### src/source/icache_consts.svh
/*
  icache sizing constants
  way count, set count and address / word field widths
*/
`ifndef ICACHE_CONSTS_SVH
`define ICACHE_CONSTS_SVH

// organisation
`define ICACHE_WAYS 4           // 4-way set associative
`define ICACHE_SETS 256         // one instruction per line

// request address split
`define ICACHE_OFFSET_BITS 2    // byte offset, ignored
`define ICACHE_INDEX_BITS 8     // addr[9:2]
`define ICACHE_TAG_BITS 10      // addr[19:10]
`define ICACHE_ADDR_BITS 20     // 1MB of instruction space

// payload and replacement state
`define ICACHE_WORD_BITS 32
`define ICACHE_AGE_BITS 2       // enough to order 4 ways

`endif

### src/source/icache_pkg.sv
/*
  icache package
  named width types shared by the controller, the way banks and the selector
*/
`default_nettype none

`include "icache_consts.svh"

package icache_pkg;

  // request byte address from the fetch unit
  typedef logic [`ICACHE_ADDR_BITS-1:0] addr_t;

  // set index, picks one row in every way
  typedef logic [`ICACHE_INDEX_BITS-1:0] index_t;

  // stored tag, upper address bits
  typedef logic [`ICACHE_TAG_BITS-1:0] tag_t;

  typedef logic [`ICACHE_WORD_BITS-1:0] word_t;  // one instruction

  // lru age, 0 = most recently used
  typedef logic [`ICACHE_AGE_BITS-1:0] age_t;

  // way number, same width as the age since there are 4 ways
  typedef logic [$clog2(`ICACHE_WAYS)-1:0] way_t;

endpackage

`default_nettype wire

### src/source/way_bus.sv
/*
  way bus
  joins the controller, the per-way banks and the way selector
*/
`default_nettype none

`include "icache_consts.svh"

interface way_bus;
  import icache_pkg::*;

  // from the controller
  index_t rd_index;      // ram read address, sampled at the issue edge
  index_t wr_index;      // held request index
  tag_t   lookup_tag;    // held request tag
  logic   update;        // rewrite ages this cycle
  logic   fill;          // write tag, valid and data into used_way

  // from the selector
  way_t   used_way;      // hit way in lookup, victim otherwise
  age_t   used_age;
  logic   lookup_hit;
  word_t  read_data;

  // one slot per bank
  logic   hit   [`ICACHE_WAYS];
  logic   valid [`ICACHE_WAYS];
  age_t   age   [`ICACHE_WAYS];
  word_t  rdata [`ICACHE_WAYS];

  modport ctrl (
    output rd_index, wr_index, lookup_tag, update, fill,
    input  lookup_hit
  );

  modport bank (
    input  rd_index, wr_index, lookup_tag, update, fill, used_way, used_age,
    output hit, valid, age, rdata
  );

  modport sel (
    input  hit, valid, age, rdata,
    output lookup_hit, used_way, used_age, read_data
  );

endinterface

`default_nettype wire

### src/source/way_select.sv
/*
  way selector
  merges the per-way hits, muxes the hit data and picks the victim way
*/
`default_nettype none

`include "icache_consts.svh"

module way_select (
  way_bus.sel bus
);
  import icache_pkg::*;

  logic any_hit;
  logic any_free;
  way_t hit_way;      // lowest hitting way
  way_t free_way;     // lowest invalid way
  way_t oldest_way;   // highest age, lowest way on a tie
  age_t oldest_age;
  way_t victim;

  // descending scan so the lowest hit is taken last
  always_comb begin
    any_hit = 1'b0;
    hit_way = '0;
    for (int i = `ICACHE_WAYS - 1; i >= 0; i--) begin
      if (bus.hit[i]) begin
        any_hit = 1'b1;
        hit_way = way_t'(i);
      end
    end
  end

  always_comb begin
    any_free = 1'b0;
    free_way = '0;
    for (int i = `ICACHE_WAYS - 1; i >= 0; i--) begin
      if (!bus.valid[i]) begin
        any_free = 1'b1;
        free_way = way_t'(i);
      end
    end
  end

  // strict compare keeps the lower way on equal ages
  always_comb begin
    oldest_way = '0;
    oldest_age = bus.age[0];
    for (int i = 1; i < `ICACHE_WAYS; i++) begin
      if (bus.age[i] > oldest_age) begin
        oldest_way = way_t'(i);
        oldest_age = bus.age[i];
      end
    end
  end

  assign victim = any_free ? free_way : oldest_way;   // fill empty ways first

  // no way hits during fill, so the victim is used there
  assign bus.lookup_hit = any_hit;
  assign bus.used_way   = any_hit ? hit_way : victim;
  assign bus.used_age   = bus.age[bus.used_way];
  assign bus.read_data  = bus.rdata[hit_way];   // only meaningful with a hit

endmodule

`default_nettype wire

### src/flat_wrapper.sv
// flat-port wrapper written by rule: the top's interface ports become plain ports
module way_select_flat import icache_pkg::*;
  (bus_hit, bus_valid, bus_age, bus_rdata, bus_lookup_hit, bus_used_way, bus_used_age, bus_read_data);
  way_bus bus_i ();
  input wire logic [$bits(bus_i.hit)-1:0] bus_hit;
  input wire logic [$bits(bus_i.valid)-1:0] bus_valid;
  input wire logic [$bits(bus_i.age)-1:0] bus_age;
  input wire logic [$bits(bus_i.rdata)-1:0] bus_rdata;
  output wire logic [$bits(bus_i.lookup_hit)-1:0] bus_lookup_hit;
  output wire logic [$bits(bus_i.used_way)-1:0] bus_used_way;
  output wire logic [$bits(bus_i.used_age)-1:0] bus_used_age;
  output wire logic [$bits(bus_i.read_data)-1:0] bus_read_data;
  assign bus_i.hit = {>>{bus_hit}};
  assign bus_i.valid = {>>{bus_valid}};
  assign bus_i.age = {>>{bus_age}};
  assign bus_i.rdata = {>>{bus_rdata}};
  assign bus_lookup_hit = bus_i.lookup_hit;
  assign bus_used_way = bus_i.used_way;
  assign bus_used_age = bus_i.used_age;
  assign bus_read_data = bus_i.read_data;
  way_select u_core (.bus(bus_i));
endmodule
### config.mk
export PLATFORM = sky130hd
export DESIGN_NAME = way_select_flat
export DESIGN_NICKNAME = d
export VERILOG_FILES = /design/src/source/icache_pkg.sv /design/src/source/way_bus.sv /design/src/source/way_select.sv /design/src/flat_wrapper.sv
export VERILOG_INCLUDE_DIRS = /design/src /design/src/source
export SDC_FILE = /design/constraint.sdc
export NUM_CORES = 1
export LEC_CHECK = 0
export ABC_AREA = 1
export BUFFER_PORTS_ARGS = -buffer_cell sky130_fd_sc_hd__buf_2
export CORE_AREA = 2 2 70 72
export DETAILED_ROUTE_END_ITERATION = 10
export DIE_AREA = 0 0 72 74
export GPL_ROUTABILITY_DRIVEN = 0
export PLACE_DENSITY = 0.85
export SYNTH_ARGS = -nofsm -noshare
export SYNTH_HDL_FRONTEND = slang
export SYNTH_SLANG_ARGS = --single-unit
### constraint.sdc
create_clock -name vclk -period 6.65
set_input_delay 1.995 -clock vclk [all_inputs]
set_output_delay 1.995 -clock vclk [all_outputs]
set_load 0.1 [all_outputs]
# Yosys cells after proc, flatten, opt, wreduce, memory -nomap -nowiden
# Cells that the tools add are included.
[op_classes]
n_lt_le_gt_ge = 5
mux = 29
n_bitwise = 2
[ops]
columns = ["op", "count"]
rows = [
  ["$bmux W32 S2", 1],
  ["$mux W32", 2],
  ["$mux W2", 16],
  ["$mux W1", 9],
  ["$ge A3 B3 Y1 const B", 2],
  ["$gt A2 B2 Y1", 3],
  ["$not A2 Y3", 2],
  ["$bmux W2 S2", 1],
]
[totals]
register_bits = 0
in_bits = 144
wordCells = 36

# Longest topological paths before layout
[depth]
depth_word = 12
mapped_depth = 23

# Worst setup path after synthesis
# No wires, ideal clock.
[synth_timing]
path_kind = "input to output"
start = "input bus_age[5]"
end = "output bus_used_age[0]"
arrival_ns = 5.245
required_time_ns = 4.655
setup_slack_ns = -0.590
stages = 20
n_path_buf = 0
cell_sequence = "inv_1 > ha_1 > nor2_1 > nor2_1 > nor2_1 > nand2_1 > o21ai_0 > ha_1 > nand2_1 > o21ai_2 > nand2_1 > o21ai_0 > ha_1 > nand2_1 > nand2_1 > nand3_1 > a21oi_1 > inv_1 > nand3_1 > nand2_1"
[synth_via]
elab_chain_len = 12
[synth_rtl]
columns = ["item", "line", "text"]
rows = [
  ["from (decl)", "flat_wrapper.sv:7", "input wire logic [$bits(bus_i.age)-1:0] bus_age;"],
  ["$gt A2 B2 Y1", "way_select.sv:50", "if (bus.age[i] > oldest_age) begin"],
  ["$mux W2 (*)", "way_select.sv:50", ""],
  ["$gt A2 B2 Y1", "way_select.sv:50", ""],
  ["$mux W2", "way_select.sv:50", ""],
  ["$gt A2 B2 Y1", "way_select.sv:50", ""],
  ["$mux W2 (*)", "way_select.sv:50", ""],
  ["$mux W2 (*)", "way_select.sv:57", "assign victim = any_free ? free_way : oldest_way;"],
  ["$mux W2 (*)", "way_select.sv:61", "assign bus.used_way = any_hit ? hit_way : victim;"],
  ["net bus_used_way[1]", "flat_wrapper.sv:10", "output wire logic [$bits(bus_i.used_way)-1:0] bus_used_way;"],
  ["$not A2 Y3 (not written as such) (*)", "way_select.sv:62", "assign bus.used_age = bus.age[bus.used_way];"],
  ["$bmux W2 S2 (*)", "way_select.sv:62", ""],
  ["$mux W2 (not written as such) (*) (2 in series)", "way_select.sv:62", ""],
  ["to (decl)", "flat_wrapper.sv:11", "output wire logic [$bits(bus_i.used_age)-1:0] bus_used_age;"],
]
# The timed path passes the listed nets; every way through them passes the cells marked *. The select of a mux whose other input is x is not followed.

# Final worst setup path
[layout_timing]
start = "input bus_age[5]"
end = "output bus_used_age[1]"
[layout_via]
elab_chain_len = 12
[layout_rtl]
columns = ["item", "line"]
rows = [
  ["$gt A2 B2 Y1", "way_select.sv:50"],
  ["$mux W2", "way_select.sv:50"],
  ["$gt A2 B2 Y1", "way_select.sv:50"],
  ["$mux W2", "way_select.sv:50"],
  ["$gt A2 B2 Y1", "way_select.sv:50"],
  ["$mux W2", "way_select.sv:50"],
  ["$mux W2", "way_select.sv:57"],
  ["$mux W2", "way_select.sv:61"],
  ["$not A2 Y3 (not written as such)", "way_select.sv:62"],
  ["$bmux W2 S2 (*)", "way_select.sv:62"],
  ["$mux W2 (not written as such) (*) (2 in series)", "way_select.sv:62"],
]
# Every way passes the cells marked *; elsewhere a longest branch is shown, timed or not. The select of a mux whose other input is x is not followed.

==> results by group <==
Die
  • Core ar.: approximately 4600 um2
  • Die span in y: around 74 um
  • Die area: between 5000 and 6000 um2
  • I/O Pins: around 180
  • Rows: 25
  • Initial cell density of the core: between 20% and 30%
  • Die Wd: approximately 70 um

Synth
  • Synthesized area: roughly 1300 um2
  • Leading area contributor after synthesis: nor2_1
  • Warning count from the yosys run: 0
  • Post-Syn Instances: ~260
  • Syn nets: ~410
  • Most numerous cell in the Yosys netlist: nor2_1
  • Synth unique cells: 22
  • Syn avg cell area: between 5 and 6 um2
  • Synth top area share: between 20 and 25%
  • Commonest cells in the netlist: 71 x nor2_1, 49 x o21ai_0, 32 x o22ai_1
  • Post-synthesis sequential area ratio: 0%
  • Synth area leaders: nor2_1 20%, o21ai_0 19%, o22ai_1 15%

Route
  • DRT Pass-1 Iters: 4
  • DR iter-0 viols: between 70 and 80
  • Routed WL: around 5900 um
  • Detailed-route DRC error count: 0
  • Post-DR wirelength/cell: 12.3 um
  • Via density per instance: between 4 and 5
  • Post-route ant nets: 0
  • Via count: roughly 2400

Min path
  • Type of the worst min-delay path: primary input to output pin

GRT
  • Total GRT Usage: between 10% and 20%
  • GR Layer Usage met3: between 1.5 and 2%
  • Vias in the first global route: between 2000 and 2500
  • GR met1 Demand/Resource: about 22%
  • GRT busiest layer: met2
  • Initial antenna violation count: 0
  • First-pass GRT wire length: 8760 um
  • Grt ovf: 0
  • Largest net degree at the start of global routing: 65
  • Met2 Use GR: about two fifths

Timing
  • TNS Setup: 0 ps
  • WHS: between 4000 and 5000 ps
  • Fin crit share: between 90% and 100%
  • Fmax: 152 MHz
  • Least-Margin Pin Slew: 499 ps
  • Max-slew headroom: roughly 67%
  • Final setup fails: 0
  • RSZ-0062 raised after global routing: yes
  • Final Hold Viols: 0
  • Crit path time final: approximately 6600 ps
  • Final slew viol count: 0

Worst setup path
  • CP max stage cell: ha_2
  • Crit-path max cell delay: 330 ps
  • Crit. End Element: output pin
  • Worst-path maximum fanout: 4
  • Critical Path, Cell by Cell: buf_8 -> inv_4 -> ha_4 -> nor2_2 -> nor2_1 -> nor2_2 -> nand2_1 -> o21ai_2 -> ha_1 -> nand2_1 -> o21ai_2 -> nand2_1 -> o21ai_1 -> ha_2 -> nand2_2 -> nand2_1 -> nand3_2 -> a21oi_4 -> clkinvlp_4 -> nand3_4 -> nand2_8 -> buf_12
  • Critical path type: primary input to output pin
  • Crit path buf inv count: 4
  • Setup crit start kind: primary input
  • WP data arrival: roughly 4600 ps
  • Crit path max-delay family: simple AND/OR/NAND/NOR gates
  • CP dominant cell by count: nand2_1
  • Worst path required time: about 4700 ps

Final layout
  • Fin cells: 480
  • Sequential Area: 0 um2
  • # clk buffers: 0
  • Layout area overhead: 87.5%
  • FILL cells: around 450
  • Seq cells: 0
  • Diodes inserted: 0
  • Share of cells above drive strength 1: 53.1%
  • Nets: slightly below 600

Power and ir drop
  • Final Total Pwr: around 370 uW
  • Static Leak: 1.30 nW
  • Max IR drop VDD: 111 uV
  • Power Density: 152 nW/um2

Placed design
  • I/O Buffers: 181
  • Dpl hpwl: between 4000 and 5000 um
  • Placed Instances: around 480

Job
  • Max-cap violation count: 0

Run status
  • Run status: finished, final reports clean

Clock tree
  • Hold-fix buffers, CTS: 0
power by group:
| group | switching, mW | internal, mW | total, mW |
|---|---|---|---|
| clock | 0 | 0 | 0 |
| combinational | 0.276 | 0.0974 | 0.374 |
| sequential | 0 | 0 | 0 |
| total | 0.276 | 0.0974 | 0.374 |
routing by layer:
| layer | part of all wire (%) | vias to the layer above |
|---|---|---|
| met5 | 0 | - |
| met4 | 0.78 | 0 |
| met3 | 7.1 | 6 |
| met2 | 52 | 109 |
| met1 | 40 | 1031 |
| li1 | - | 1233 |
cell type report:
| class | instances | area [um2] | share of cell area, % |
|---|---|---|---|
| timing repair buffer | 190 | 1040 | 42.1 |
| tap | 54 | 67.6 | 2.74 |
| multi-input combinational | 216 | 1260 | 51.1 |
| inverter | 20 | 98.8 | 4.01 |
tightest hold or removal path, delay by kind of cell:
family                 cells  cell delay (ps)
buffers and inverters      3              320
AND/OR/NAND/NOR            3              220
cells by family after synthesis:
group / after synthesis / share of synthesized area (%)
buffers and inverters: 39 / 16.6
adders and majority gates: 8 / 7.61
AOI/OAI and AO/OA: 103 / 43.0
and+or+nand+nor: 105 / 32.8
what timing repair did:
action | in CTS | in global routing
setup endpoints to repair | 3 | 4
gates resized for setup | 7 | 22
pin swaps | 1 | 18
setup buffers | 1 | 3
layout by cell type, fill, tap and decap left out, types with 5 or more instances in the layout:
| cell | instances |
|---|---|
| o21ai_0 | 47 |
| o21ai_1 | 19 |
| buf_4 | 8 |
| nand2_2 | 7 |
| ha_1 | 5 |
| inv_1 | 13 |
| buf_2 | 176 |
| o22ai_1 | 32 |
| nand2_1 | 11 |
| nor2_1 | 68 |
metrics by stage:
stage / setup WS (ps) / util [%] / area (um2)
2_1_floorplan: -126 / - / 1410
3_3_place_gp: -8.04 / 50.6 / 2330
3_5_place_dp: -141 / 50.6 / 2330
4_1_cts: 11.7 / 51.4 / 2360
5_1_grt: -96.5 / 53.6 / 2470
6_report: 49.9 / 53.6 / 2470
final timing paths:
kind,start,endpoint,depth (start not counted)
setup / recovery,bus_age[5],bus_used_age[1],22
hold / removal,bus_age[1],bus_used_age[1],6
(Power assumes the default switching activity.)
