$ cat config.mk
export PLATFORM = sky130hd
export DESIGN_NAME = cache_ctrl_flat
export DESIGN_NICKNAME = d
export VERILOG_FILES = /design/src/source/icache_pkg.sv /design/src/source/way_bus.sv /design/src/source/cache_ctrl.sv /design/src/flat_wrapper.sv
export VERILOG_INCLUDE_DIRS = /design/src /design/src/source
export SDC_FILE = /design/constraint.sdc
export NUM_CORES = 1
export LEC_CHECK = 0
export ABC_AREA = 1
export CAP_MARGIN = 40
export CORE_MARGIN = 4
export CORE_UTILIZATION = 35
export DETAILED_ROUTE_END_ITERATION = 12
export DONT_BUFFER_PORTS = 1
export PLACE_DENSITY = 0.58
export SETUP_SLACK_MARGIN = 0.5
export SYNTH_ARGS = -nofsm -noshare
export SYNTH_HDL_FRONTEND = slang
export SYNTH_SLANG_ARGS = --single-unit
$ cat constraint.sdc
create_clock -name CLK -period 2.25 [get_ports CLK]
set_input_delay 0.1125 -clock CLK [delete_from_list [all_inputs] [get_ports CLK]]
set_output_delay 0.1125 -clock CLK [all_outputs]
set_load 0.02 [all_outputs]
$ cat src/source/icache_consts.svh
/*
  icache sizing constants
  way count, set count and address / word field widths
*/
`ifndef ICACHE_CONSTS_SVH
`define ICACHE_CONSTS_SVH

// organisation
`define ICACHE_WAYS 4           // 4-way set associative
`define ICACHE_SETS 256         // one instruction per line

// request address split
`define ICACHE_OFFSET_BITS 2    // byte offset, ignored
`define ICACHE_INDEX_BITS 8     // addr[9:2]
`define ICACHE_TAG_BITS 10      // addr[19:10]
`define ICACHE_ADDR_BITS 20     // 1MB of instruction space

// payload and replacement state
`define ICACHE_WORD_BITS 32
`define ICACHE_AGE_BITS 2       // enough to order 4 ways

`endif

$ cat src/source/icache_pkg.sv
/*
  icache package
  named width types shared by the controller, the way banks and the selector
*/
`default_nettype none

`include "icache_consts.svh"

package icache_pkg;

  // request byte address from the fetch unit
  typedef logic [`ICACHE_ADDR_BITS-1:0] addr_t;

  // set index, picks one row in every way
  typedef logic [`ICACHE_INDEX_BITS-1:0] index_t;

  // stored tag, upper address bits
  typedef logic [`ICACHE_TAG_BITS-1:0] tag_t;

  typedef logic [`ICACHE_WORD_BITS-1:0] word_t;  // one instruction

  // lru age, 0 = most recently used
  typedef logic [`ICACHE_AGE_BITS-1:0] age_t;

  // way number, same width as the age since there are 4 ways
  typedef logic [$clog2(`ICACHE_WAYS)-1:0] way_t;

endpackage

`default_nettype wire

$ cat src/source/way_bus.sv
/*
  way bus
  joins the controller, the per-way banks and the way selector
*/
`default_nettype none

`include "icache_consts.svh"

interface way_bus;
  import icache_pkg::*;

  // from the controller
  index_t rd_index;      // ram read address, sampled at the issue edge
  index_t wr_index;      // held request index
  tag_t   lookup_tag;    // held request tag
  logic   update;        // rewrite ages this cycle
  logic   fill;          // write tag, valid and data into used_way

  // from the selector
  way_t   used_way;      // hit way in lookup, victim otherwise
  age_t   used_age;
  logic   lookup_hit;
  word_t  read_data;

  // one slot per bank
  logic   hit   [`ICACHE_WAYS];
  logic   valid [`ICACHE_WAYS];
  age_t   age   [`ICACHE_WAYS];
  word_t  rdata [`ICACHE_WAYS];

  modport ctrl (
    output rd_index, wr_index, lookup_tag, update, fill,
    input  lookup_hit
  );

  modport bank (
    input  rd_index, wr_index, lookup_tag, update, fill, used_way, used_age,
    output hit, valid, age, rdata
  );

  modport sel (
    input  hit, valid, age, rdata,
    output lookup_hit, used_way, used_age, read_data
  );

endinterface

`default_nettype wire

$ cat src/source/cache_ctrl.sv
/*
  icache controller
  idle / lookup / fill fsm, request address register,
  ram read address steering and the age / fill write strobes
*/
`default_nettype none

`include "icache_consts.svh"

module cache_ctrl (
  input  wire logic              CLK,
  input  wire logic              resetn,
  input  wire logic              read_en,
  input  wire icache_pkg::addr_t read_addr,
  input  wire logic              fetch,
  output logic                   cache_miss,
  output logic                   fetch_valid,
  way_bus.ctrl                   bus
);
  import icache_pkg::*;

  localparam int IDX_LSB = `ICACHE_OFFSET_BITS;
  localparam int TAG_LSB = `ICACHE_OFFSET_BITS + `ICACHE_INDEX_BITS;

  typedef enum logic [1:0] {
    IDLE,
    LOOKUP,
    FILL
  } state_t;

  state_t state, state_next;
  addr_t  addr_q;           // last issued request
  index_t new_index;
  index_t held_index;
  tag_t   held_tag;
  logic   issue;            // read accepted at this edge

  assign new_index  = read_addr[IDX_LSB +: `ICACHE_INDEX_BITS];
  assign held_index = addr_q[IDX_LSB +: `ICACHE_INDEX_BITS];
  assign held_tag   = addr_q[TAG_LSB +: `ICACHE_TAG_BITS];

  // a new read goes in from idle or behind a hit
  assign issue = read_en && ((state == IDLE) || (state == LOOKUP && bus.lookup_hit));

  always_comb begin
    state_next = state;
    case (state)
      IDLE: begin
        if (read_en) state_next = LOOKUP;
      end
      LOOKUP: begin
        if (!bus.lookup_hit) state_next = FILL;       // miss, wait for memory
        else if (read_en)    state_next = LOOKUP;     // back to back hits
        else                 state_next = IDLE;
      end
      FILL: begin
        if (fetch) state_next = IDLE;   // requester re-issues, then it hits
      end
      default: state_next = IDLE;
    endcase
  end

  always_ff @(posedge CLK) begin
    if (!resetn) begin
      state <= IDLE;
    end else begin
      state <= state_next;
    end
  end

  // payload only, loaded on issue
  always_ff @(posedge CLK) begin
    if (issue) addr_q <= read_addr;
  end

  // ram read address for the coming cycle
  // fill keeps rereading the held row so tags and ages stay on the bus
  always_comb begin
    if (state_next == FILL) bus.rd_index = held_index;
    else                    bus.rd_index = new_index;
  end

  assign bus.wr_index   = held_index;
  assign bus.lookup_tag = held_tag;

  // status towards the fetch unit and memory
  assign fetch_valid = (state == LOOKUP) && bus.lookup_hit;
  assign cache_miss  = ((state == LOOKUP) && !bus.lookup_hit) ||
                       ((state == FILL) && !fetch);   // drops in the fetch cycle

  // write strobes, taken at the closing edge
  assign bus.fill   = (state == FILL) && fetch;
  assign bus.update = fetch_valid || bus.fill;   // hit and fill age alike

endmodule

`default_nettype wire

$ cat src/flat_wrapper.sv
// flat-port wrapper written by rule: the top's interface ports become plain ports
module cache_ctrl_flat import icache_pkg::*;
  (CLK, resetn, read_en, read_addr, fetch, cache_miss, fetch_valid, bus_rd_index, bus_wr_index, bus_lookup_tag, bus_update, bus_fill, bus_lookup_hit);
  way_bus bus_i ();
  input  wire logic CLK;
  input  wire logic resetn;
  input  wire logic read_en;
  input  wire icache_pkg::addr_t read_addr;
  input  wire logic fetch;
  output logic cache_miss;
  output logic fetch_valid;
  output wire logic [$bits(bus_i.rd_index)-1:0] bus_rd_index;
  output wire logic [$bits(bus_i.wr_index)-1:0] bus_wr_index;
  output wire logic [$bits(bus_i.lookup_tag)-1:0] bus_lookup_tag;
  output wire logic [$bits(bus_i.update)-1:0] bus_update;
  output wire logic [$bits(bus_i.fill)-1:0] bus_fill;
  input wire logic [$bits(bus_i.lookup_hit)-1:0] bus_lookup_hit;
  assign bus_rd_index = bus_i.rd_index;
  assign bus_wr_index = bus_i.wr_index;
  assign bus_lookup_tag = bus_i.lookup_tag;
  assign bus_update = bus_i.update;
  assign bus_fill = bus_i.fill;
  assign bus_i.lookup_hit = bus_lookup_hit;
  cache_ctrl u_core (.CLK(CLK), .resetn(resetn), .read_en(read_en), .read_addr(read_addr), .fetch(fetch), .cache_miss(cache_miss), .fetch_valid(fetch_valid), .bus(bus_i));
endmodule
Word level (Yosys, flattened, before mapping)

Cells that the tools add are included.

Equality and inequality tests: 3
Muxes and demuxes: 6
Reduce and logical (&&, ||, !) cells: 11

Operator list:

| cell               | number |
|---|---|
| $mux 8             | 1 |
| $mux 2             | 3 |
| $pmux 2 s3         | 1 |
| $logic_and 1x1->1  | 5 |
| $eq 2x2->1 const B | 2 |
| $logic_or 1x1->1   | 3 |
| $eq 2x1->1 const B | 1 |
| $logic_not 1->1    | 2 |
| $logic_not 2->1    | 1 |
| $mux 1             | 1 |

Flip-flop bits (word level): 22
Output and inout bits: 30

Logic depth before layout (Yosys ltp)

Gate-level depths: netlist of the first run.

Word-level depth: 5
Gate-level depth with buffers: 5
Mapped depth without buffers: 5

Least setup slack after synthesis of the first run

Ideal clock, no wire load.

Path kind: flip-flop to flip-flop
From: reg u_core.state[1]
To: reg u_core.addr_q[10], enable pin
Library setup time: 0.399 ns
Arrival: 1.448 ns
Required time: 1.851 ns
Path slack: 0.403 ns
Stages on the path, launching flop included: 4
Path buffers: 0
Clock period less this slack: 1.847 ns
Path through: dfxtp_1 -> inv_1 -> nand2_1 -> a21oi_1

Cells in the longest elaborated chain, start to end: 4

Ends and longest elaborated chain:

| item                   | line             | source |
|---|---|---|
| start, declared        | cache_ctrl.sv:31 | `state_t state, state_next;` |
| start signal, assigned | cache_ctrl.sv:67 | `state <= state_next;` |
| $eq 2x1->1             | cache_ctrl.sv:43 | `assign issue = read_en && ((state == IDLE) \|\| (state == LOOKUP && bus.lookup_hit));` |
| $logic_and 1x1->1      | cache_ctrl.sv:43 |  |
| $logic_or 1x1->1 (*)   | cache_ctrl.sv:43 |  |
| $logic_and 1x1->1 (*)  | cache_ctrl.sv:43 |  |
| net u_core.issue       | cache_ctrl.sv:36 | `logic issue;` |
| end signal, assigned   | cache_ctrl.sv:73 | `if (issue) addr_q <= read_addr;` |
| end, declared          | cache_ctrl.sv:32 | `addr_t addr_q;` |

Mark *: on every way through the listed nets, which the timed path passes. The rest lies on a longest branch.
A chain may end at the register's enable or synchronous reset.

Worst setup path after layout of the first run

From: reg u_core.state[0]
To: out bus_rd_index[1]

Cells in the longest elaborated chain, start to end: 4

Ends and longest elaborated chain:

| item                               | line               | source |
|---|---|---|
| $eq 2x2->1 (tied with other cells) | cache_ctrl.sv:47   | `case (state)` |
| $pmux 2 s3 (*)                     | cache_ctrl.sv:47   |  |
| $eq 2x2->1 (*)                     | cache_ctrl.sv:79   | `if (state_next == FILL) bus.rd_index = held_index;` |
| $mux 8 (*)                         | cache_ctrl.sv:79   |  |
| end, declared                      | flat_wrapper.sv:12 | `output wire logic [$bits(bus_i.rd_index)-1:0] bus_rd_index;` |

Every way passes the cells marked *; elsewhere a longest branch is shown, timed or not.

==> results of run 1 <==
cells in the mapped netlist (all sizes together):
library cell | instances | area share (%)
nand3 | 10 | 9.5
inv | 5 | 2.4
a21oi | 2 | 1.3
o22ai | 1 | 0.79
nand2 | 20 | 10
nor2 | 2 | 0.95
dfxtp | 2 | 5.1
a211oi | 1 | 0.95
edfxtp | 18 | 69
flip-flops by register name (all words and copies together) (netlist names):
signal         count
u_core.state       2
u_core.addr_q     18
cell type report:
type | instances | area share (%)
clock buffer | 3 | 2.125
clock inverter | 1 | 0.3542
inverter | 5 | 1.771
multi-input combinational | 36 | 18.18
sequential | 20 | 54.78
tap | 27 | 3.188
timing repair buffer | 21 | 19.60
worst max-delay path, stage by stage, from the launching register on:
cell	delay (ns)
dfxtp_1	0.48
nand3_4	0.19
nand2_4	0.20
nand2_1	0.07
nand2_1	0.18
power groups by stage:
stage / sequential [mW] / clock [mW] / combinational (mW)
2_1_floorplan: 0.477 / 0 / 0.0576
3_3_place_gp: 0.481 / 0 / 0.0681
3_5_place_dp: 0.482 / 0 / 0.0685
4_1_cts: 0.473 / 0.173 / 0.0963
5_1_grt: 0.475 / 0.189 / 0.103
6_report: 0.472 / 0.167 / 0.0947
cell families after synthesis:
logic type      Yosys count  synth area share [%]
simple gates             32                 20.95
flops                    20                 73.65
compound gates            4                 3.017
buf+inv                   5                 2.380
per-stage QoR:
stage,setup slack [ns],utilization [%]
final,0.7248,51.90
after global placement,1.017,40.81
after floorplan,0.7966,-
after CTS,0.7087,51.90
after detailed placement,1.001,40.81
after global routing,0.6229,51.90
metal layers:
layer | global-route usage, % | routed length [um] | up-vias
met5 | 0 | 0 | -
met4 | 6.250 | 7 | 0
met3 | 3.730 | 115 | 2
met2 | 20.27 | 1000 | 22
met1 | 13.24 | 637 | 246
li1 | - | - | 264
final timing paths:
path         slack [ns]                          end                       start
min                0.11   u_core.state[0]$_SDFF_PN0_              bus_lookup_hit
max                0.72              bus_rd_index[1]  u_core.state[0]$_SDFF_PN0_
min reg2reg        0.63   u_core.state[0]$_SDFF_PN0_  u_core.state[0]$_SDFF_PN0_
max reg2reg        1.00  u_core.addr_q[18]$_DFFE_PP_  u_core.state[1]$_SDFF_PN0_
what timing repair did:
item,in CTS,in global routing
endpoints found under the hold margin,20,0
hold buffers,20,0
endpoints found under the setup margin,0,0
==> impl_metrics.toml, run 1 <==
[outcome]
outcome = "complete, no violations"

[setup_path]
arrival_ns = 1.41
reg2reg_depth = 4
crit_required_ns = 2.14
worstSetupPathType = "reg -> out"
start_kind = "flip-flop"
crit_fanout = 10
endpoint_kind = "primary output"

[global_route]
track_usage_pct = 11.93
grt_pass1_vias = 564
grt_pass1_wl_um = 2870
antenna_found_initial = 0
overflow = 0
grt_max_degree = 19

[yosys]
synth_warnings = 0
ys_types = 12
syn_area_um2 = 788.3
syn_inst = 61
synth_nets = 86
syn_avg_cell_area_um2 = 12.92
ys_seq_area_share_pct = 73.65
ys_ff_latch = 20

[die]
rows = 16
core_area_um2 = 2042
die_area_um2 = 3075
die_y_um = 55.46
initial_core_util_pct = 38.60
dieWidth_um = 55.46
io_pins = 55

[cells_and_area]
final_common_cell = "dlygate4sd3_1"
final_area_um2 = 1060
instances_no_fill = 113
fillers = 205
register_area_um2 = 580.6
multiInputGateArea_um2 = 192.7
final_cell_mix = "dlygate4sd3_1 (20), nand2_1 (19), edfxtp_1 (18)"
drive_gt1_share_pct = 10.47
diodes = 0
area_growth_pct = 34.44
fin_nets = 112

[clocking]
cts-root-buf = "clkbuf_4"
cts_inserted_buffers = 3
path_clk_slew_ns = 0.10
cts_num_sinks = 20
clkLatencyLatePin_ns = 0.29
clockBufferDepth = 2
htreeDepth = 1
cts_setup_buffers = 0
cts_resized = 0
cts_tree = "yes"

[placed_design]
place_congestion = 0.6821
dp.cells = 89
place_hpwl_um = 1257
io_buffers = 0
placed_area_um2 = 833.3

[timing]
fin_crit_ns = 1.525
fin_worst_skew_ns = 0.001502
fin_crit_sh_pct = 67.79
setup_violations = 0
maxClockFrequency_mhz = 655.6
rsz0062_at_grt = "false"
relSlewSlack_pct = 69.32
hold_slack_ns = 0.1092
worst_pin_slew_ns = 0.4671
drv_slew = 0
setup_tns_ns = 0
hold_viol = 0

[detailed_routing]
totalWireLength_um = 1761
ant_nets = 0
drc = 0
routedWlPerCell_um = 15.58
via_count = 534
dr.first_iter.drc_count = 13
vias_per_cell = 4.726
dr.pass1.iters = 3

[min_path]
holdPathStages = 2
min_path_type = "in -> reg"

[power_and_ir_drop]
power_mw = 0.7337
p_sw_mw = 0.1980
total_leakage_power_nw = 0.4058
power_switching_share_pct = 26.99
clockPowerShare_pct = 22.7
intPower_mw = 0.5357
power_frac_seq_pct = 64.4
peakVddDrop_v = 0.0003759
power_density_nw_per_um2 = 692.3
pwr-share-comb_pct = 12.9

[run]
maxCapViolCount = 0
No activity file was read; power rests on OpenSTA's default activity.
==> run 2: changes to the inputs <==
Settings changed: ABC_AREA 1 to 0, CORE_ASPECT_RATIO set to 0.5, PLACE_DENSITY 0.58 to 0.6.
Clock period 2.25 ns to 1.4 ns, I/O delays scaled along.
==> impl_metrics.toml, run 2 <==
[outcome]
outcome = "finished with violations"
violations = "negative setup slack"

[yosys]
syn_avg_cell_area_um2 = 11.46
synthTopCellsByArea = "edfxtp_1 (54%), a211oi_1 (6.0%), o22ai_1 (5.0%)"
yosysTopAreaCell = "edfxtp_1"
ys_types = 24
syn_inst = 88
synth_edf_count = 18
yosysMostFrequentCell = "edfxtp_1"
synth_top_area_share_pct = 53.60
ys_ff_latch = 20
synthArstFlopShare_pct = 0
syn_area_um2 = 1008
ys_seq_area_share_pct = 57.57
ys.flop_type = "edfxtp_1"
synth_warnings = 0
synth_nets = 113

[setup_path]
slowest_delay_ns = 0.39
critical_path.top_delay_family = "simple AND/OR/NAND/NOR gates"
worstReg2RegEnd = "u_core.addr_q[9]$_DFFE_PP_"
rrSetupSlack_ns = -0.19
arrival_ns = 1.57
reg2reg_depth = 7
critPathSlowestCell = "or3_1"
crit_fanout = 10
start_kind = "flip-flop"
timing.rr.start = "u_core.state[0]$_SDFF_PN0_"
critical_path_buf_inv_count = 2
worstSetupPathType = "reg -> out"
crit_required_ns = 1.33
endpoint_kind = "primary output"
crit_chain = "buf_12, or3_1, a21oi_2, a211oi_2, buf_4"

[cells_and_area]
reg_top3 = "u_core.addr_q: 18 flops, u_core.state: 2 flops"
largest_register_ffs = 18
final_cell_mix = "buf_4 (20), dlygate4sd3_1 (19), edfxtp_1 (18)"
area_growth_pct = 88.59
fin_nets = 170
top_register = "u_core.addr_q"
final_common_cell = "buf_4"
diodes = 0
drive_gt1_share_pct = 53.47

[die]
core_area_um2 = 2668
initial_core_util_pct = 37.80
die_area_um2 = 3856
die_y_um = 45.96
rows = 13
io_pins = 55
dieWidth_um = 83.91

[detailed_routing]
dr.pass1.iters = 4
routedWlPerCell_um = 18.57
ant_nets = 0
drc = 0
via_count = 973
totalWireLength_um = 3361
dr.first_iter.drc_count = 46
vias_per_cell = 5.376

[run]
maxCapViolCount = 0

[timing]
maxClockFrequency_mhz = 610.5
fin_crit_sh_pct = 117.0
hold_viol = 0
fin_worst_skew_ns = 0.004221
rsz0062_at_grt = "true"
setup_violations = 27
setup_tns_ns = -3.766
hold_slack_ns = 0.1784
fin_ws_ns = -0.2380
drv_slew = 0
fin_crit_ns = 1.638
relSlewSlack_pct = 79.02
worst_pin_slew_ns = 0.3122

[placed_design]
place_congestion = 0.7561
post-place-ws_ns = 0.02539
place_hpwl_um = 1957
io_buffers = 0

[clocking]
cts_inserted_buffers = 3
cts-root-buf = "clkbuf_8"
clkLatencyLatePin_ns = 0.26
clockBufferDepth = 2
cts_num_sinks = 20
cts_tree = "yes"
path_clk_slew_ns = 0.08
htreeDepth = 1

[min_path]
min_to = "u_core.state[1]$_SDFF_PN0_"
min_path_type = "in -> reg"
holdPathStages = 3
hp-start = "fetch"

[power_and_ir_drop]
peakVddDrop_v = 0.0008835
power_density_nw_per_um2 = 933.2
total_leakage_power_nw = 0.7078

[global_route]
grt_pass1_vias = 1002
overflow = 0
grt_max_degree = 19
antenna_found_initial = 0
grt_pass1_wl_um = 4995
track_usage_pct = 16.94
==> run 2: cell count changes in the layout (fill, tap and decap cells not counted), sizes merged, moves of 7 or more <==
cell	delta
a211oi	+7
buf	+37
nand2	-19
nand3	-10
nor3	+8
o22ai	+7
or3	+8
==> run 2: what timing repair did <==
item,4_1_cts,5_1_grt
pin swaps,3,8
resized for setup,26,9
buffers inserted,5,6
endpoints found under the hold margin,20,0
cloned,4,1
hold buffers,19,0
endpoints found under the setup margin,36,40
==> run 2: report_power, final <==
part | switching, mW | internal, mW | leakage (nW)
registers | 0.0486 | 0.695 | 0.192
logic | 0.200 | 0.256 | 0.480
clock network | 0.194 | 0.381 | 0.0357
==> run 2: worst max path at each step <==
stage,startpoint,to,slack [ns],depth (start not counted)
final,u_core.state[0]$_SDFF_PN0_,bus_rd_index[1],-0.24,5
after global routing,u_core.state[0]$_SDFF_PN0_,bus_rd_index[1],-0.30,6
after CTS,u_core.state[0]$_SDFF_PN0_,bus_rd_index[5],-0.19,5
after detailed placement,u_core.state[0]$_SDFF_PN0_,bus_rd_index[7],0.03,5
after global placement,u_core.state[0]$_SDFF_PN0_,bus_rd_index[1],0.09,5
after floorplan,u_core.state[0]$_SDFF_PN0_,u_core.addr_q[10]$_DFFE_PP_,-0.11,3
==> run 2: cells by family after synthesis <==
| group | Yosys count | share of synthesized area (%) |
|---|---|---|
| compound gates | 25 | 15.76 |
| flops | 20 | 57.57 |
| buf+inv | 8 | 5.210 |
| simple gates | 35 | 21.47 |
==> run 2: area by class of cell <==
cell class / instances / area, um2
Tap cell: 37 / 46.29
Inverter: 1 / 16.27
Multi-Input combinational cell: 60 / 518.0
Clock inverter: 1 / 30.03
Clock buffer: 3 / 41.29
Fill cell: 174 / 765.7
Sequential cell: 20 / 588.1
Timing Repair Buffer: 58 / 650.6
Timing Repair inverter: 1 / 11.26
==> run 2: tightest hold or removal path, stage by stage <==
cell    delay (ns)
nor2_2        0.08
a22o_4        0.14
and2_4        0.12
==> run 2: stage by stage <==
stage / utilization, % / cells / area, um2 / power [mW]
2_1_floorplan: - / 88 / 1129 / 0.9520
3_3_place_gp: 48.73 / 142 / 1300 / 1.029
3_5_place_dp: 48.73 / 142 / 1300 / 1.040
4_1_cts: 67.73 / 174 / 1807 / 1.759
5_1_grt: 71.29 / 181 / 1902 / 1.840
6_report: 71.29 / 181 / 1902 / 1.775
==> run 2: metal layers <==
metal | up-vias | share of wire (%) | GRT usage (%) | wire length (um)
met5 | - | 0 | 0 | 0
met4 | 0 | 0.24 | 0.9615 | 8
met3 | 2 | 6.5 | 6.498 | 219
met2 | 41 | 53 | 32.86 | 1768
met1 | 478 | 41 | 19.16 | 1365
li1 | 452 | - | - | -
==> run 3: changes to the inputs <==
Settings changed: CELL_PAD_IN_SITES_DETAIL_PLACEMENT set to 1, CELL_PAD_IN_SITES_GLOBAL_PLACEMENT set to 1, PLACE_DENSITY 0.6 to 0.74.
==> impl_metrics.toml, run 3 (same netlist as run 2, synthesis figures left out) <==
[outcome]
outcome = "finished with violations"
violations = "negative setup slack"

[timing]
fin_ws_ns = -0.3196
setup_tns_ns = -6.186
setup_violations = 30
worst_pin_slew_ns = 0.3448
fin_crit_sh_pct = 122.8
rsz0062_at_grt = "true"
fin_worst_skew_ns = 0.009478
relSlewSlack_pct = 76.84
fin_crit_ns = 1.720
drv_slew = 0
hold_viol = 0
maxClockFrequency_mhz = 581.5

[global_route]
grt_max_degree = 19
track_usage_pct = 21.92
grt_pass1_vias = 1112
grt_pass1_wl_um = 6210
antenna_found_initial = 0
overflow = 0

[min_path]
hp-start = "fetch"
min_path_type = "in -> reg"
holdPathStages = 3
min_to = "u_core.state[1]$_SDFF_PN0_"

[cells_and_area]
top_register = "u_core.addr_q"
largest_register_ffs = 18
diodes = 0
final_cell_mix = "dlygate4sd3_1 (19), edfxtp_1 (18), buf_4 (16)"
final_area_um2 = 1953
utilization_pct = 73.22
drive_gt1_share_pct = 57.75
reg_top3 = "u_core.addr_q: 18 flops, u_core.state: 2 flops"
fillers = 246
area_growth_pct = 93.67
fin_nets = 168
instances_no_fill = 179
final_common_cell = "dlygate4sd3_1"

[clocking]
clockBufferDepth = 2
cts_inserted_buffers = 3
path_clk_slew_ns = 0.09
cts_tree = "yes"
clkLatencyLatePin_ns = 0.26
htreeDepth = 1
cts_num_sinks = 20
cts-root-buf = "clkbuf_8"

[die]
die_area_um2 = 3856
io_pins = 55
rows = 13
initial_core_util_pct = 37.80
core_area_um2 = 2668
dieWidth_um = 83.91
die_y_um = 45.96

[setup_path]
rrSetupSlack_ns = -0.27
reg2reg_depth = 7
timing.rr.start = "u_core.state[0]$_SDFF_PN0_"
worstSetupPathType = "reg -> out"
start_kind = "flip-flop"
worstReg2RegEnd = "u_core.addr_q[9]$_DFFE_PP_"
endpoint_kind = "primary output"
crit_required_ns = 1.33
crit_fanout = 4
arrival_ns = 1.65

[placed_design]
place_congestion = 0.7147
place_hpwl_um = 2044
dp.cells = 142
io_buffers = 0
placed_area_um2 = 1300

[detailed_routing]
routedWlPerCell_um = 26.92
drc = 0
vias_per_cell = 5.827
dr.pass1.iters = 4
via_count = 1043
totalWireLength_um = 4818
dr.first_iter.drc_count = 68
ant_nets = 0

[power_and_ir_drop]
peakVddDrop_v = 0.0006825
power_density_nw_per_um2 = 943.0
total_leakage_power_nw = 0.7141

[run]
maxCapViolCount = 0
-- run 3: how the worst max path moves through the flow --
stage	slack (ns)	endpoint	cells past startpoint	from
2_1_floorplan	-0.11	u_core.addr_q[10]$_DFFE_PP_	3	u_core.state[0]$_SDFF_PN0_
3_3_place_gp	0.09	bus_rd_index[1]	5	u_core.state[0]$_SDFF_PN0_
3_5_place_dp	0.006	bus_rd_index[7]	5	u_core.state[0]$_SDFF_PN0_
4_1_cts	-0.19	bus_rd_index[7]	5	u_core.state[0]$_SDFF_PN0_
5_1_grt	-0.36	bus_rd_index[6]	6	u_core.state[0]$_SDFF_PN0_
6_report	-0.32	bus_rd_index[6]	6	u_core.state[0]$_SDFF_PN0_
-- run 3: area by class of cell --
type	instances	area [um2]	area share [%]
Inverter	1	8.758	0.4484
Sequential cell	20	588.1	30.11
Clock buffer	3	41.29	2.114
Timing Repair Buffer	57	663.1	33.95
Tap cell	37	46.29	2.370
Clock inverter	1	30.03	1.537
Multi-Input combinational cell	60	575.6	29.47
-- run 3: routing by layer --
metal | wire, um | global-route usage [%] | up-vias
met4 | 76 | 7.692 | 0
li1 | - | - | 449
met2 | 2341 | 41.55 | 60
met5 | 0 | 0 | -
met1 | 1976 | 23.72 | 526
met3 | 425 | 7.581 | 8
-- run 3: stage by stage --
stage          hold WS (ns)  setup WS, ns  power [mW]
5_1_grt              0.2172       -0.3628       1.912
3_3_place_gp         0.1689       0.08578       1.028
3_5_place_dp         0.1689      0.005998       1.041
6_report             0.2355       -0.3196       1.842
4_1_cts              0.1841       -0.1927       1.769
2_1_floorplan        0.1689       -0.1138      0.9520
-- run 3: where the power goes --
group	internal, mW	total (mW)	switching, mW	leakage [nW]
combinational	0.269	0.504	0.235	0.487
sequential	0.695	0.749	0.0538	0.192
clock	0.382	0.589	0.207	0.0357
-- run 3: worst max-delay path: stages (launching register included) --
cell      delay, ns
dfxtp_4        0.42
buf_6          0.12
nor2b_4        0.16
buf_4          0.16
nor3_1         0.05
a211oi_2       0.26
buf_4          0.20
-- run 3: timing repair --
action                                  in CTS  in global routing
endpoints found under the setup margin      36                 40
endpoints found under the hold margin       20                  0
cloned                                       4                  1
resized for setup                           30                 15
pin swaps                                   19                 14
buffers inserted                             5                  4
hold buffers                                19                  0
